### config.mk
export PLATFORM = sky130hd
export DESIGN_NAME = id_stage
export DESIGN_NICKNAME = d
export VERILOG_FILES = /design/src/rtl/id_pkg.sv /design/src/rtl/id_decoder.sv /design/src/rtl/id_operand_mux.sv /design/src/rtl/id_ctrl_fsm.sv /design/src/rtl/id_stage.sv
export SDC_FILE = /design/constraint.sdc
export NUM_CORES = 1
export LEC_CHECK = 0
export BUFFER_PORTS_ARGS = -buffer_cell sky130_fd_sc_hd__buf_2
export CAP_MARGIN = 20
export CORE_ASPECT_RATIO = 0.6
export CORE_MARGIN = 1.5
export CORE_UTILIZATION = 30
export CTS_CLUSTER_DIAMETER = 200
export DETAILED_ROUTE_END_ITERATION = 7
export PLACE_DENSITY_LB_ADDON = 0.05
export SLEW_MARGIN = 0
export SYNTH_ARGS = -nofsm -noshare
export SYNTH_HDL_FRONTEND = slang
export SYNTH_HIERARCHICAL = 1
export SYNTH_SLANG_ARGS = --single-unit
### constraint.sdc
create_clock -name clk_i -period 5.3 [get_ports clk_i]
set_clock_uncertainty 0.1 [all_clocks]
set_input_delay 0.265 -clock clk_i [delete_from_list [all_inputs] [get_ports clk_i]]
set_output_delay 0.265 -clock clk_i [all_outputs]
set_load 0.02 [all_outputs]
### src/rtl/id_pkg.sv
/*
  Shared definitions for the instruction decode stage.
  Holds widths, RV32I opcode and ALU operator encodings, the instruction
  format views and the structs passed between decoder, mux and FSM.
*/
`default_nettype none

package id_pkg;

  localparam int unsigned xlen       = 32;
  localparam int unsigned reg_addr_w = 5;

  // Major opcodes of the supported subset
  typedef enum logic [6:0] {
    OPCODE_LOAD   = 7'h03,
    OPCODE_OP_IMM = 7'h13,
    OPCODE_AUIPC  = 7'h17,
    OPCODE_STORE  = 7'h23,
    OPCODE_OP     = 7'h33,
    OPCODE_LUI    = 7'h37,
    OPCODE_BRANCH = 7'h63,
    OPCODE_JAL    = 7'h6f
  } opcode_e;

  typedef enum logic [3:0] {
    ALU_ADD, ALU_SUB, ALU_XOR, ALU_OR, ALU_AND, ALU_SLL, ALU_SRL, ALU_SRA,
    ALU_SLT, ALU_SLTU, ALU_EQ, ALU_NE, ALU_LT, ALU_GE, ALU_LTU, ALU_GEU
  } alu_op_e;

  typedef enum logic [1:0] {OP_A_REG_A, OP_A_CURRPC, OP_A_ZERO} op_a_sel_e;
  typedef enum logic       {OP_B_REG_B, OP_B_IMM} op_b_sel_e;
  typedef enum logic [2:0] {IMM_I, IMM_S, IMM_B, IMM_U, IMM_J, IMM_INCR_PC} imm_sel_e;
  typedef enum logic [1:0] {LSU_WORD = 2'b00, LSU_HALF = 2'b01, LSU_BYTE = 2'b10} lsu_type_e;

  //////////////////////////////////////////////////////////////////////
  // Instruction format views
  //////////////////////////////////////////////////////////////////////

  typedef struct packed {
    logic [6:0] funct7;
    logic [4:0] rs2;
    logic [4:0] rs1;
    logic [2:0] funct3;
    logic [4:0] rd;
    opcode_e    opcode;
  } instr_r_t;

  typedef struct packed {
    logic [11:0] imm11_0;
    logic [4:0]  rs1;
    logic [2:0]  funct3;
    logic [4:0]  rd;
    opcode_e     opcode;
  } instr_i_t;

  typedef struct packed {
    logic [6:0] imm11_5;
    logic [4:0] rs2;
    logic [4:0] rs1;
    logic [2:0] funct3;
    logic [4:0] imm4_0;
    opcode_e    opcode;
  } instr_s_t;

  typedef struct packed {
    logic       imm12;
    logic [5:0] imm10_5;
    logic [4:0] rs2;
    logic [4:0] rs1;
    logic [2:0] funct3;
    logic [3:0] imm4_1;
    logic       imm11;
    opcode_e    opcode;
  } instr_b_t;

  typedef struct packed {
    logic [19:0] imm31_12;
    logic [4:0]  rd;
    opcode_e     opcode;
  } instr_u_t;

  typedef struct packed {
    logic       imm20;
    logic [9:0] imm10_1;
    logic       imm11;
    logic [7:0] imm19_12;
    logic [4:0] rd;
    opcode_e    opcode;
  } instr_j_t;

  typedef union packed {
    instr_r_t r;
    instr_i_t i;
    instr_s_t s;
    instr_b_t b;
    instr_u_t u;
    instr_j_t j;
  } instr_u;

  //////////////////////////////////////////////////////////////////////
  // Stage structs
  //////////////////////////////////////////////////////////////////////

  typedef struct packed {
    alu_op_e   alu_op;
    op_a_sel_e op_a_sel;
    op_b_sel_e op_b_sel;
    imm_sel_e  imm_sel;
    logic      rf_we;
    logic      lsu_req;
    logic      lsu_we;
    lsu_type_e lsu_type;
    logic      lsu_sign_ext;
    logic      branch;
    logic      jump;
    logic      illegal;
  } dec_ctrl_t;

  typedef struct packed {
    alu_op_e         operator;
    logic [xlen-1:0] operand_a;
    logic [xlen-1:0] operand_b;
  } alu_req_t;

  typedef struct packed {
    logic            req;
    logic            we;
    lsu_type_e       data_type;
    logic            sign_ext;
    logic [xlen-1:0] wdata;
  } lsu_req_t;

endpackage

`default_nettype wire

### src/rtl/id_decoder.sv
/*
  RV32I decoder for the supported subset.
  Turns the instruction word into control fields, register addresses and
  the five sign-extended immediates. Purely combinational.
*/
`default_nettype none

module id_decoder (
  input  id_pkg::instr_u                  instr_i,
  output id_pkg::dec_ctrl_t               ctrl_o,
  output logic [id_pkg::reg_addr_w-1:0]   rs1_o,
  output logic [id_pkg::reg_addr_w-1:0]   rs2_o,
  output logic [id_pkg::reg_addr_w-1:0]   rd_o,
  output logic [id_pkg::xlen-1:0]         imm_i_o,
  output logic [id_pkg::xlen-1:0]         imm_s_o,
  output logic [id_pkg::xlen-1:0]         imm_b_o,
  output logic [id_pkg::xlen-1:0]         imm_u_o,
  output logic [id_pkg::xlen-1:0]         imm_j_o
);

  logic       use_rs1;
  logic       use_rs2;
  logic [2:0] funct3;
  logic [6:0] funct7;

  // funct3/funct7 sit at the same bits in every format that has them
  assign funct3 = instr_i.r.funct3;
  assign funct7 = instr_i.r.funct7;

  // Arithmetic operator shared by OP and OP-IMM, alt selects SUB/SRA
  function automatic id_pkg::alu_op_e arith_op(logic [2:0] f3, logic alt);
    case (f3)
      3'b000:  arith_op = alt ? id_pkg::ALU_SUB : id_pkg::ALU_ADD;
      3'b001:  arith_op = id_pkg::ALU_SLL;
      3'b010:  arith_op = id_pkg::ALU_SLT;
      3'b011:  arith_op = id_pkg::ALU_SLTU;
      3'b100:  arith_op = id_pkg::ALU_XOR;
      3'b101:  arith_op = alt ? id_pkg::ALU_SRA : id_pkg::ALU_SRL;
      3'b110:  arith_op = id_pkg::ALU_OR;
      default: arith_op = id_pkg::ALU_AND;
    endcase
  endfunction

  //////////////////////////////////////////////////////////////////////
  // Immediates
  //////////////////////////////////////////////////////////////////////

  assign imm_i_o = {{20{instr_i.i.imm11_0[11]}}, instr_i.i.imm11_0};
  assign imm_s_o = {{20{instr_i.s.imm11_5[6]}}, instr_i.s.imm11_5, instr_i.s.imm4_0};
  assign imm_b_o = {{19{instr_i.b.imm12}}, instr_i.b.imm12, instr_i.b.imm11,
                    instr_i.b.imm10_5, instr_i.b.imm4_1, 1'b0};
  assign imm_u_o = {instr_i.u.imm31_12, 12'b0};
  assign imm_j_o = {{11{instr_i.j.imm20}}, instr_i.j.imm20, instr_i.j.imm19_12,
                    instr_i.j.imm11, instr_i.j.imm10_1, 1'b0};

  //////////////////////////////////////////////////////////////////////
  // Control decode
  //////////////////////////////////////////////////////////////////////

  always_comb begin
    ctrl_o  = '0;
    use_rs1 = 1'b0;
    use_rs2 = 1'b0;

    case (instr_i.r.opcode)
      id_pkg::OPCODE_LUI: begin
        ctrl_o.op_a_sel = id_pkg::OP_A_ZERO;
        ctrl_o.op_b_sel = id_pkg::OP_B_IMM;
        ctrl_o.imm_sel  = id_pkg::IMM_U;
        ctrl_o.rf_we    = 1'b1;
      end
      id_pkg::OPCODE_AUIPC: begin
        ctrl_o.op_a_sel = id_pkg::OP_A_CURRPC;
        ctrl_o.op_b_sel = id_pkg::OP_B_IMM;
        ctrl_o.imm_sel  = id_pkg::IMM_U;
        ctrl_o.rf_we    = 1'b1;
      end
      id_pkg::OPCODE_JAL: begin
        // ALU forms the link address PC + 4
        ctrl_o.op_a_sel = id_pkg::OP_A_CURRPC;
        ctrl_o.op_b_sel = id_pkg::OP_B_IMM;
        ctrl_o.imm_sel  = id_pkg::IMM_INCR_PC;
        ctrl_o.rf_we    = 1'b1;
        ctrl_o.jump     = 1'b1;
      end
      id_pkg::OPCODE_BRANCH: begin
        ctrl_o.imm_sel = id_pkg::IMM_B;
        ctrl_o.branch  = 1'b1;
        use_rs1        = 1'b1;
        use_rs2        = 1'b1;
        case (funct3)
          3'b000:  ctrl_o.alu_op = id_pkg::ALU_EQ;
          3'b001:  ctrl_o.alu_op = id_pkg::ALU_NE;
          3'b100:  ctrl_o.alu_op = id_pkg::ALU_LT;
          3'b101:  ctrl_o.alu_op = id_pkg::ALU_GE;
          3'b110:  ctrl_o.alu_op = id_pkg::ALU_LTU;
          3'b111:  ctrl_o.alu_op = id_pkg::ALU_GEU;
          default: ctrl_o.illegal = 1'b1;
        endcase
      end
      id_pkg::OPCODE_LOAD: begin
        ctrl_o.op_b_sel     = id_pkg::OP_B_IMM;
        ctrl_o.rf_we        = 1'b1;
        ctrl_o.lsu_req      = 1'b1;
        ctrl_o.lsu_sign_ext = ~funct3[2];
        use_rs1             = 1'b1;
        case (funct3)
          3'b000, 3'b100: ctrl_o.lsu_type = id_pkg::LSU_BYTE;
          3'b001, 3'b101: ctrl_o.lsu_type = id_pkg::LSU_HALF;
          3'b010:         ctrl_o.lsu_type = id_pkg::LSU_WORD;
          default:        ctrl_o.illegal  = 1'b1;
        endcase
      end
      id_pkg::OPCODE_STORE: begin
        ctrl_o.op_b_sel = id_pkg::OP_B_IMM;
        ctrl_o.imm_sel  = id_pkg::IMM_S;
        ctrl_o.lsu_req  = 1'b1;
        ctrl_o.lsu_we   = 1'b1;
        use_rs1         = 1'b1;
        use_rs2         = 1'b1;
        case (funct3)
          3'b000:  ctrl_o.lsu_type = id_pkg::LSU_BYTE;
          3'b001:  ctrl_o.lsu_type = id_pkg::LSU_HALF;
          3'b010:  ctrl_o.lsu_type = id_pkg::LSU_WORD;
          default: ctrl_o.illegal  = 1'b1;
        endcase
      end
      id_pkg::OPCODE_OP_IMM: begin
        ctrl_o.op_b_sel = id_pkg::OP_B_IMM;
        ctrl_o.rf_we    = 1'b1;
        ctrl_o.alu_op   = arith_op(funct3, (funct3 == 3'b101) & funct7[5]);
        use_rs1         = 1'b1;
        // Shift amounts leave only funct7 0x00, or 0x20 for SRAI
        if (funct3 == 3'b001 && funct7 != 7'h00) begin
          ctrl_o.illegal = 1'b1;
        end
        if (funct3 == 3'b101 && funct7 != 7'h00 && funct7 != 7'h20) begin
          ctrl_o.illegal = 1'b1;
        end
      end
      id_pkg::OPCODE_OP: begin
        ctrl_o.rf_we  = 1'b1;
        ctrl_o.alu_op = arith_op(funct3, funct7[5]);
        use_rs1       = 1'b1;
        use_rs2       = 1'b1;
        if (!(funct7 == 7'h00 ||
              (funct7 == 7'h20 && (funct3 == 3'b000 || funct3 == 3'b101)))) begin
          ctrl_o.illegal = 1'b1;
        end
      end
      default: ctrl_o.illegal = 1'b1;
    endcase

    // Illegal words carry no side effects at all
    if (ctrl_o.illegal) begin
      ctrl_o         = '0;
      ctrl_o.illegal = 1'b1;
      use_rs1        = 1'b0;
      use_rs2        = 1'b0;
    end
  end

  assign rs1_o = use_rs1 ? instr_i.r.rs1 : '0;
  assign rs2_o = use_rs2 ? instr_i.r.rs2 : '0;
  assign rd_o  = ctrl_o.rf_we ? instr_i.r.rd : '0;

endmodule

`default_nettype wire

### src/rtl/id_operand_mux.sv
/*
  ALU operand and load/store request formation.
  Picks the immediate, then operands A and B, and packs the memory
  request. The request bit is passed on ungated.
*/
`default_nettype none

module id_operand_mux (
  input  id_pkg::dec_ctrl_t       ctrl_i,
  input  logic [id_pkg::xlen-1:0] pc_i,
  input  logic [id_pkg::xlen-1:0] rs1_data_i,
  input  logic [id_pkg::xlen-1:0] rs2_data_i,
  input  logic [id_pkg::xlen-1:0] imm_i_i,
  input  logic [id_pkg::xlen-1:0] imm_s_i,
  input  logic [id_pkg::xlen-1:0] imm_b_i,
  input  logic [id_pkg::xlen-1:0] imm_u_i,
  input  logic [id_pkg::xlen-1:0] imm_j_i,
  output id_pkg::alu_req_t        alu_o,
  output id_pkg::lsu_req_t        lsu_o
);

  logic [id_pkg::xlen-1:0] imm;
  logic [id_pkg::xlen-1:0] operand_a;

  always_comb begin
    case (ctrl_i.imm_sel)
      id_pkg::IMM_I:       imm = imm_i_i;
      id_pkg::IMM_S:       imm = imm_s_i;
      id_pkg::IMM_B:       imm = imm_b_i;
      id_pkg::IMM_U:       imm = imm_u_i;
      id_pkg::IMM_J:       imm = imm_j_i;
      default:             imm = 32'd4;
    endcase
  end

  always_comb begin
    case (ctrl_i.op_a_sel)
      id_pkg::OP_A_REG_A:  operand_a = rs1_data_i;
      id_pkg::OP_A_CURRPC: operand_a = pc_i;
      default:             operand_a = '0;
    endcase
  end

  // Branch compares keep register B as operand B
  assign alu_o.operator  = ctrl_i.alu_op;
  assign alu_o.operand_a = operand_a;
  assign alu_o.operand_b = (ctrl_i.op_b_sel == id_pkg::OP_B_IMM) ? imm : rs2_data_i;

  assign lsu_o.req       = ctrl_i.lsu_req;
  assign lsu_o.we        = ctrl_i.lsu_we;
  assign lsu_o.data_type = ctrl_i.lsu_type;
  assign lsu_o.sign_ext  = ctrl_i.lsu_sign_ext;
  assign lsu_o.wdata     = rs2_data_i;

endmodule

`default_nettype wire

### src/rtl/id_ctrl_fsm.sv
/*
  ID stage FSM. Holds an instruction until it completes, stalling
  loads/stores until the memory response and jumps or taken branches
  for a fixed second cycle. Also drives the PC set and gated write enable.
*/
`default_nettype none

module id_ctrl_fsm (
  input  logic              clk_i,
  input  logic              rst_ni,
  input  logic              instr_valid_i,
  input  id_pkg::dec_ctrl_t ctrl_i,
  input  logic              branch_decision_i,
  input  logic              lsu_resp_valid_i,
  output logic              first_cycle_o,
  output logic              instr_done_o,
  output logic              pc_set_o,
  output logic              rf_we_o
);

  typedef enum logic {FIRST_CYCLE, MULTI_CYCLE} id_fsm_e;

  id_fsm_e id_fsm_q;
  id_fsm_e id_fsm_d;
  logic    stall_mem;
  logic    stall_jump;
  logic    stall_branch;
  logic    jump_set;
  logic    branch_set_d;
  logic    branch_set_q;
  logic    set_done_d;
  logic    set_done_q;

  assign first_cycle_o = instr_valid_i & (id_fsm_q == FIRST_CYCLE);

  //////////////////////////////////////////////////////////////////////
  // Next state and stalls
  //////////////////////////////////////////////////////////////////////

  always_comb begin
    id_fsm_d     = id_fsm_q;
    stall_mem    = 1'b0;
    stall_jump   = 1'b0;
    stall_branch = 1'b0;
    jump_set     = 1'b0;
    branch_set_d = 1'b0;

    if (instr_valid_i) begin
      case (id_fsm_q)
        FIRST_CYCLE: begin
          if (ctrl_i.lsu_req) begin
            // Request goes out now, result is never back this cycle
            id_fsm_d  = MULTI_CYCLE;
            stall_mem = 1'b1;
          end else if (ctrl_i.branch) begin
            // Taken branch sets the PC next cycle from the flopped decision
            id_fsm_d     = branch_decision_i ? MULTI_CYCLE : FIRST_CYCLE;
            stall_branch = branch_decision_i;
            branch_set_d = branch_decision_i;
          end else if (ctrl_i.jump) begin
            id_fsm_d   = MULTI_CYCLE;
            stall_jump = 1'b1;
            jump_set   = 1'b1;
          end
        end
        default: begin
          if (ctrl_i.lsu_req && !lsu_resp_valid_i) begin
            stall_mem = 1'b1;
          end else begin
            id_fsm_d = FIRST_CYCLE;
          end
        end
      endcase
    end
  end

  always_ff @(posedge clk_i or negedge rst_ni) begin
    if (!rst_ni) begin
      id_fsm_q <= FIRST_CYCLE;
    end else if (instr_valid_i) begin
      id_fsm_q <= id_fsm_d;
    end
  end

  //////////////////////////////////////////////////////////////////////
  // PC set and completion
  //////////////////////////////////////////////////////////////////////

  // Remember a PC set already issued for the instruction in the stage
  assign set_done_d = (jump_set | branch_set_q | set_done_q) & ~instr_done_o;

  always_ff @(posedge clk_i or negedge rst_ni) begin
    if (!rst_ni) begin
      branch_set_q <= 1'b0;
      set_done_q   <= 1'b0;
    end else begin
      branch_set_q <= branch_set_d;
      set_done_q   <= set_done_d;
    end
  end

  assign pc_set_o     = (jump_set | branch_set_q) & ~set_done_q;
  assign instr_done_o = instr_valid_i & ~(stall_mem | stall_jump | stall_branch);
  assign rf_we_o      = ctrl_i.rf_we & instr_done_o;

endmodule

`default_nettype wire

### src/rtl/id_stage.sv
/*
  Instruction decode stage top level.
  Connects decoder, operand mux and control FSM. The fetch side holds
  the instruction until instr_done_o; the memory side answers lsu_o.req
  with a lsu_resp_valid_i pulse.
*/
`default_nettype none

module id_stage (
  input  logic                          clk_i,
  input  logic                          rst_ni,
  input  logic                          instr_valid_i,
  input  logic [id_pkg::xlen-1:0]       instr_i,
  input  logic [id_pkg::xlen-1:0]       pc_i,
  input  logic [id_pkg::xlen-1:0]       rf_rdata_a_i,
  input  logic [id_pkg::xlen-1:0]       rf_rdata_b_i,
  input  logic                          branch_decision_i,
  input  logic                          lsu_resp_valid_i,
  output logic [id_pkg::reg_addr_w-1:0] rf_raddr_a_o,
  output logic [id_pkg::reg_addr_w-1:0] rf_raddr_b_o,
  output logic [id_pkg::reg_addr_w-1:0] rf_waddr_o,
  output logic                          rf_we_o,
  output id_pkg::alu_req_t              alu_o,
  output id_pkg::lsu_req_t              lsu_o,
  output logic                          pc_set_o,
  output logic                          illegal_o,
  output logic                          instr_done_o
);

  id_pkg::instr_u          instr;
  id_pkg::dec_ctrl_t       ctrl;
  id_pkg::lsu_req_t        lsu_req;
  logic [id_pkg::xlen-1:0] imm_i;
  logic [id_pkg::xlen-1:0] imm_s;
  logic [id_pkg::xlen-1:0] imm_b;
  logic [id_pkg::xlen-1:0] imm_u;
  logic [id_pkg::xlen-1:0] imm_j;
  logic                    first_cycle;

  assign instr = instr_i;

  id_decoder u_decoder (
    .instr_i (instr),
    .ctrl_o  (ctrl),
    .rs1_o   (rf_raddr_a_o),
    .rs2_o   (rf_raddr_b_o),
    .rd_o    (rf_waddr_o),
    .imm_i_o (imm_i),
    .imm_s_o (imm_s),
    .imm_b_o (imm_b),
    .imm_u_o (imm_u),
    .imm_j_o (imm_j)
  );

  id_operand_mux u_operand_mux (
    .ctrl_i     (ctrl),
    .pc_i       (pc_i),
    .rs1_data_i (rf_rdata_a_i),
    .rs2_data_i (rf_rdata_b_i),
    .imm_i_i    (imm_i),
    .imm_s_i    (imm_s),
    .imm_b_i    (imm_b),
    .imm_u_i    (imm_u),
    .imm_j_i    (imm_j),
    .alu_o      (alu_o),
    .lsu_o      (lsu_req)
  );

  id_ctrl_fsm u_ctrl_fsm (
    .clk_i             (clk_i),
    .rst_ni            (rst_ni),
    .instr_valid_i     (instr_valid_i),
    .ctrl_i            (ctrl),
    .branch_decision_i (branch_decision_i),
    .lsu_resp_valid_i  (lsu_resp_valid_i),
    .first_cycle_o     (first_cycle),
    .instr_done_o      (instr_done_o),
    .pc_set_o          (pc_set_o),
    .rf_we_o           (rf_we_o)
  );

  // Memory request only in the first cycle of the access
  always_comb begin
    lsu_o     = lsu_req;
    lsu_o.req = lsu_req.req & first_cycle;
  end

  assign illegal_o = instr_valid_i & ctrl.illegal;

endmodule

`default_nettype wire

==> results of run 1 <==
-- kinds of logic after synthesis --
| group | after synthesis | synth area share (%) |
|---|---|---|
| mux | 96 | 22.3 |
| xor+xnor | 1 | 0.196 |
| simple gates | 148 | 17.0 |
| buf+inv | 259 | 40.0 |
| compound gates | 107 | 18.8 |
| flops | 3 | 1.68 |
| other cells | 1 | 0.0837 |
-- timing repair --
item	CTS	global route
setup buffers	0	0
hold endpoints to repair	3	0
resized for setup	0	0
hold buffers	1	0
-- per-layer routing --
metal,wire [µm],track usage [%]
met4,55,1.64
met2,6150,27.3
met1,6710,23.4
met3,836,2.65
met5,0,0
-- worst max-delay path, cell delays in order --
cell and delay, ns:
buf_2 0.13, nor4_1 0.57, a31oi_1 0.15, o22ai_1 0.50, o21ai_2 0.36, nor3_2 0.43
buf_4 0.61, mux2_2 0.41, a22oi_1 0.13, o221ai_1 0.17, buf_2 0.20
-- synthesized netlist by cell type (6+ instances only) --
cell type	number	area [µm²]
buf_4	205	1540
mux2i_1	65	651
nor2_1	65	244
nand2b_1	37	231
o221ai_1	32	280
a22oi_1	31	233
mux2_2	31	349
buf_2	21	105
clkbuf_1	16	60.1
nand2_1	15	56.3
inv_1	14	52.6
a21oi_1	10	50.1
o21ai_0	7	35.0
nor2b_1	6	37.5
-- flip-flops by register name (all words and copies together) (netlist names) --
signal                   flops
u_ctrl_fsm/branch_set_q      1
u_ctrl_fsm/id_fsm_q          1
u_ctrl_fsm/set_done_q        1
-- power by group through the flow --
stage               Clock, µW  Sequential, µW  Combinational (µW)
floorplan                   0            24.4                 253
global placement            0            24.7                 282
detailed placement          0            24.7                 283
CTS                       121            24.4                 284
global route              123            24.5                 308
finish                    119            24.5                 282
-- cell type report --
type | instances | share of cell area (%)
multi-input combinational | 366 | 59.5
clock buffer | 4 | 1.74
sequential | 3 | 1.65
timing repair buffer | 267 | 30.5
inverter | 14 | 1.16
tap | 198 | 5.46
-- worst paths after layout --
check / startpoint / endpoint / depth (start not counted)
worst max-delay path: instr_i[26] / alu_o[11] / 11
worst min-delay path: branch_decision_i / u_ctrl_fsm/branch_set_q / 2
worst max register to register: u_ctrl_fsm/id_fsm_q / u_ctrl_fsm/set_done_q / 3
worst min register to register: u_ctrl_fsm/set_done_q / u_ctrl_fsm/set_done_q / 2
max in group asynchronous: rst_ni / u_ctrl_fsm/branch_set_q / 2
min in group asynchronous: rst_ni / u_ctrl_fsm/set_done_q / 2
-- stage by stage --
| stage | power, µW | hold WS, ns | setup WS [ns] | std cells | util [%] |
|---|---|---|---|---|---|
| 6_report | 425 | 0.227 | 0.958 | 852 | 31.2 |
| 5_1_grt | 456 | 0.236 | 0.699 | 852 | 31.2 |
| 4_1_cts | 430 | 0.225 | 0.996 | 851 | 31.0 |
| 3_5_place_dp | 307 | -0.0348 | 0.995 | 846 | 30.4 |
| 3_3_place_gp | 307 | -0.0369 | 1.18 | 846 | 30.4 |
| 2_1_floorplan | 278 | -0.131 | 2.37 | 628 | - |
-- cell usage in the layout (no fill, tap or decap), types with 3 or more instances in the layout --
master	n
and2_1	3
a211oi_1	4
o21ai_0	6
buf_4	9
dfrtp_1	3
a21oi_1	10
or3_1	3
inv_1	14
o22ai_1	3
nor2b_1	5
clkbuf_16	3
buf_2	256
o221ai_1	32
a22oi_1	31
nand3_1	3
mux2_2	31
nor2_1	64
nand2_1	15
conb_1	14
o2111a_1	5
mux2i_1	65
nand2b_1	37
==> out/qor.csv, run 1 <==
stage,metric,value,unit
status,outcome,completed,
yosys,ys_seq_elements,3,
pwr,ir_drop,0.0695,mV
timing,final.setup.tns,0,ns
timing,drv_slew,0,
place,port_buffers,256,
yosys,yosys_most_used_dff,dfrtp_1,
yosys,ys_async_sr_fraction,100,%
pwr,pwr-share-comb,66.4,%
clocking,clock_path_buffers,2,
routing,drt_iter0_drc,127,
yosys,ys_seq_area_share,1.68,%
global_routing,grt-ovfl-total,0,
finish,seq_area,75.1,µm²
floorplan,die_height,97.7,µm
floorplan,die_area,15700,µm²
routing,vias,4056,
timing,rsz0062_at_grt,false,
global_routing,antenna_found_initial,0,
floorplan,start_util,30.8,%
worst_setup_path,critPathArrivalTime,3.98,ns
place,gp_congestion,0.831,
pwr,switching_power,189,µW
yosys,synthCells,615,
yosys,yosys.cell_types.count,51,
worst_setup_path,ff2ff_setup_slack,4.16,ns
global_routing,grt_pass1_vias,3883,
global_routing,grt_max_degree,76,
timing,worst_pin_slew,0.899,ns
floorplan,die_w,161,µm
yosys,syn_avg_cell_area,7.29,µm²
clocking,clock_sinks,3,
clocking,cts_made_buffers,3,
routing,dr.pass1.iters,4,
finish,fill_cells,1658,
worst_setup_path,crit_type,in -> out,
place,place_area,4420,µm²
pwr,p_per_area,93.6,nW/µm²
timing,slew_headroom,39.7,%
clocking,clk_pin_slew,0.03,ns
global_routing,grt_usage,16.6,%
pwr,p_int,236,µW
worst_setup_path,worstSetupEndpointType,output pin,
clocking,cts_tree,yes,
yosys,synth_edf_count,0,
finish,area_delta_synth_final,1.34,%
timing,finalHoldViolations,0,
hold_path,hp-class,in -> reg,
global_routing,grt_pass1_wl,21200,µm
routing,drt_wl_total,13700,µm
worst_setup_path,crit_path_max_fanout,46,
timing,timing.final.crit_share,81.9,%
clocking,h-tree-depth,1,
routing,ant_nets,0,
finish,antenna-diode-count,0,
yosys,syn_area,4480,µm²
routing,route.detailed.drc,0,
timing,setup_viol,0,
floorplan,rows,34,
clocking,insertion_delay,0.22,ns
pwr,leakage,0.00198,µW
floorplan,io_pins,257,
pwr,switching_share,44.4,%
finish,multiInputGateArea,2700,µm²
finish,drive_gt1_share,47.7,%
pwr,pwr-share-seq,5.8,%
place,place_hpwl,10900,µm
timing,max_freq,230,MHz
yosys,ys_warn_count,6,
finish,stdcell_area,4540,µm²
worst_setup_path,cp-start-kind,input port,
finish,fin_nets,788,
pwr,p_clk_share,27.9,%
timing,fin_crit,4.34,ns
clocking,cts-root-buf,clkbuf_16,
floorplan,core_region_area,14500,µm²
worst_setup_path,crit_required,4.93,ns
routing,viasPerCell,4.76,
run,cap_violations,0,
routing,wl_per_cell,16.1,µm
No activity file was read; power rests on OpenSTA's default activity.
==> run 2, diff against run 1 <==
--- a/config.mk
+++ b/config.mk
@@ -5,6 +5,7 @@
 export SDC_FILE = /design/constraint.sdc
 export NUM_CORES = 1
 export LEC_CHECK = 0
+export ABC_AREA = 1
 export BUFFER_PORTS_ARGS = -buffer_cell sky130_fd_sc_hd__buf_2
 export CAP_MARGIN = 20
 export CORE_ASPECT_RATIO = 0.6
==> constraint.sdc (replaced) <==
create_clock -name clk_i -period 3.57 [get_ports clk_i]
set_clock_uncertainty 0.1 [all_clocks]
set_input_delay 0.1785 -clock clk_i [delete_from_list [all_inputs] [get_ports clk_i]]
set_output_delay 0.1785 -clock clk_i [all_outputs]
set_load 0.02 [all_outputs]
==> run 2 against run 1 <==
Compared with the run above: routed wire length up 25%; total power up 43%; utilization fell by 0.41 points; die area rose by 11%; count of clock-buffer cells in the layout unchanged; sequential share of layout area is 0.15 points lower; via count increased by 29%; largest cell class unchanged; area after synthesis is 11% higher; critical endpoint is now alu_o[13]; final area rose by 10%; setup slack got worse by 0.37 ns; non-clock buffer count is 7 higher; synthesized cell count up 50%.
==> out/qor.csv, run 2 <==
stage,metric,value,unit,change
routing,drt_iter0_drc,347,,+170%
global_routing,grt_pass1_vias,4706,,+21%
global_routing,gr-usage-met2,29.4,%,+2.1 points
yosys,yosysMostFrequentCell,buf_4,,
timing,timing.final.crit_share,83.7,%,
run,cap_violations,0,,unchanged
hold_path,hp-class,in -> reg,,
yosys,synth_fa_ha_area_share,0,%,unchanged
yosys,synth_edf_count,0,,unchanged
finish,reg_top3,"u_ctrl_fsm/branch_set_q: 1 flops, u_ctrl_fsm/id_fsm_q: 1 flops, u_ctrl_fsm/set_done_q: 1 flops",,
routing,drt_wl_total,17200,µm,+25%
timing,finalHoldViolations,0,,unchanged
timing,drv_slew,0,,unchanged
finish,drive_gt1_share,33.4,%,-14 points
finish,final_common_cell,buf_2,,
yosys,yosys_most_used_dff,dfrtp_1,,
timing,setup_slack,0.583,ns,-0.375 ns
pwr,leakage,0.00303,µW,+53%
worst_setup_path,crit_required,3.29,ns,-1.64 ns
global_routing,grt-ovfl-total,0,,unchanged
yosys,synth_top_cell_area_share,31.9,%,-2.5 points
global_routing,grt_max_degree,76,,unchanged
floorplan,die_w,170,µm,+5.5%
clocking,clk_pin_slew,0.03,ns,about the same
yosys,synth_area_leaders,"buf_4, nand3_1, nand2_1",,
yosys,ys_seq_area_share,1.50,%,-0.17 points
routing,vias,5230,,+29%
clocking,h-tree-depth,1,,unchanged
worst_setup_path,worstSetupEndpointType,output pin,,
yosys,synth-simple-area-share,43.2,%,+26 points
routing,ant_nets,0,,unchanged
yosys,syn_area,4990,µm²,+11%
yosys,synth-compound-area-share,8.65,%,-10 points
routing,wl_per_cell,14.5,µm,-10%
yosys,ys_async_sr_fraction,100,%,unchanged
timing,slew_headroom,52.2,%,+12 points
finish,fin_nets,1092,,+39%
yosys,synth_top_family_by_area,buffers and inverters,,
yosys,synthXorXnorAreaFrac,0,%,-0.20 points
floorplan,core_region_area,16300,µm²,+12%
place,post-place-ws,0.573,ns,-0.422 ns
timing,rsz0062_at_grt,false,,
routing,dr.pass1.iters,5,,+1
routing,route.detailed.drc,0,,unchanged
clocking,clock_path_buffers,2,,unchanged
floorplan,die_height,103,µm,+5.4%
floorplan,die_area,17400,µm²,+11%
worst_setup_path,crit_type,in -> out,,
clocking,cts_tree,yes,,
yosys,ys_seq_elements,3,,unchanged
global_routing,antenna_found_initial,1,,+1
floorplan,rows,36,,+5.9%
floorplan,io_pins,257,,unchanged
floorplan,start_util,30.7,%,-0.095 points
global_routing,busiest_layer,met2,,
yosys,synthCells,921,,+50%
finish,area_delta_synth_final,0.326,%,
timing,max_freq,335,MHz,
place,gp_congestion,0.852,,+2.6%
timing,worst_pin_slew,0.718,ns,-0.182 ns
routing,viasPerCell,4.41,,-7.4%
pwr,p_per_area,121,nW/µm²,+29%
yosys,syn_avg_cell_area,5.42,µm²,-26%
global_routing,met3_usage,3.92,%,+1.3 points
yosys,yosysTopAreaCell,buf_4,,
yosys,synth.top_cells.by_count,"buf_4, nand2_1, nand3_1",,
worst_setup_path,critPathArrivalTime,2.71,ns,-1.27 ns
timing,fin_crit,2.99,ns,
pwr,ir_drop,0.125,mV,+80%
place,port_buffers,256,,unchanged
clocking,insertion_delay,0.22,ns,about the same
clocking,cts-root-buf,clkbuf_16,,
clocking,cts_made_buffers,3,,unchanged
finish,final_cell_mix,"buf_2, nand2_1, nand3_1",,
yosys,ys_warn_count,6,,unchanged
finish,stdcell_area,5010,µm²,+10%
worst_setup_path,crit_path_max_fanout,21,,-54%
place,place_area,4920,µm²,+11%
status,outcome,completed,,
place,place_hpwl,13400,µm,+23%
yosys,yosys.cell_types.count,33,,-35%
global_routing,grt_pass1_wl,25800,µm,+22%
clocking,post_cts_resized,0,,unchanged
worst_setup_path,cp-start-kind,input port,,
global_routing,grt_usage,18.5,%,+1.9 points
finish,fill_cells,1953,,+18%
global_routing,use_met1,26.7,%,+3.2 points
timing,setup_viol,0,,unchanged
clocking,clock_sinks,3,,unchanged
yosys,synthMuxAreaShare,0,%,-22 points
timing,final.setup.tns,0,ns,unchanged
## run 2: changes by cell type after synthesis, moves of 10 or more
cell / delta
o221ai_1: -32
mux2i_1: -65
a22oi_1: -30
nand3_1: +151
o21ai_0: +34
o21ai_1: +27
mux2_2: -31
nand4_1: +36
nand2_1: +150
buf_2: -10
inv_1: +104
nand2b_1: -37
## run 2: timing repair
item,in CTS,in global routing
buffers inserted,0,0
hold buffers,1,0
endpoints found under the setup margin,0,0
endpoints found under the hold margin,3,0
## run 2: cell families after synthesis
group | after synthesis
DFF | 3
other | 1
AOI/OAI and AO/OA | 80
buffers and inverters | 381
and+or+nand+nor | 456
## run 2: cell type report
type / instances / area, µm² / share of cell area, %
inverter: 127 / 479 / 9.57
clock buffer: 4 / 78.8 / 1.57
antenna: 1 / 2.50 / 0.0500
timing repair buffer: 274 / 1420 / 28.3
multi-input combinational: 550 / 2670 / 53.3
tap: 228 / 285 / 5.70
sequential: 3 / 75.1 / 1.50
## run 2: power by group
group          internal (µW)  total, µW  switching [µW]  leakage (µW)
sequential              35.1       36.4            1.34     0.0000404
combinational            143        393             250       0.00295
clock                    147        177            29.9     0.0000382
total                    325        607             281       0.00303
## run 2: per-stage QoR
stage	total power (µW)	cells	utilization [%]	hold slack [ns]
4_1_cts	614	1186	30.8	0.118
3_3_place_gp	435	1181	30.2	-0.125
3_5_place_dp	431	1181	30.2	-0.121
5_1_grt	661	1186	30.8	0.145
2_1_floorplan	390	934	-	-0.217
6_report	607	1187	30.8	0.123
## run 2: worst max-delay path: stages
cell and delay [ns]:
buf_2 0.14, nor2_1 0.19, nand2_1 0.07, nor2_1 0.14
nand2_1 0.07, nand2_1 0.07, nand2_1 0.08, a21oi_4 0.21
nand2_2 0.14, nor2_4 0.20, buf_4 0.30, nand3_4 0.23
o21ai_0 0.24, inv_1 0.05, nand2_1 0.07, nand2_1 0.06
nand2_1 0.09, buf_2 0.17
## run 2: routing by layer
layer	share of wire, %	vias to the layer above	wire length (µm)
met4	0.28	0	48
met2	43	164	7460
met5	0	-	0
met1	50	2289	8540
li1	-	2773	-
met3	6.7	4	1150
## run 2: path summary, 6_finish.rpt
check,depth (start not counted),startpoint,slack (ns),to
hold reg to reg,4,u_ctrl_fsm/branch_set_q,0.46,u_ctrl_fsm/set_done_q
hold / removal,3,branch_decision_i,0.12,u_ctrl_fsm/branch_set_q
max in group asynchronous,2,rst_ni,3.09,u_ctrl_fsm/branch_set_q
min in group asynchronous,2,rst_ni,0.18,u_ctrl_fsm/id_fsm_q
setup reg to reg,5,u_ctrl_fsm/id_fsm_q,2.50,u_ctrl_fsm/set_done_q
setup / recovery,18,instr_i[26],0.58,alu_o[13]
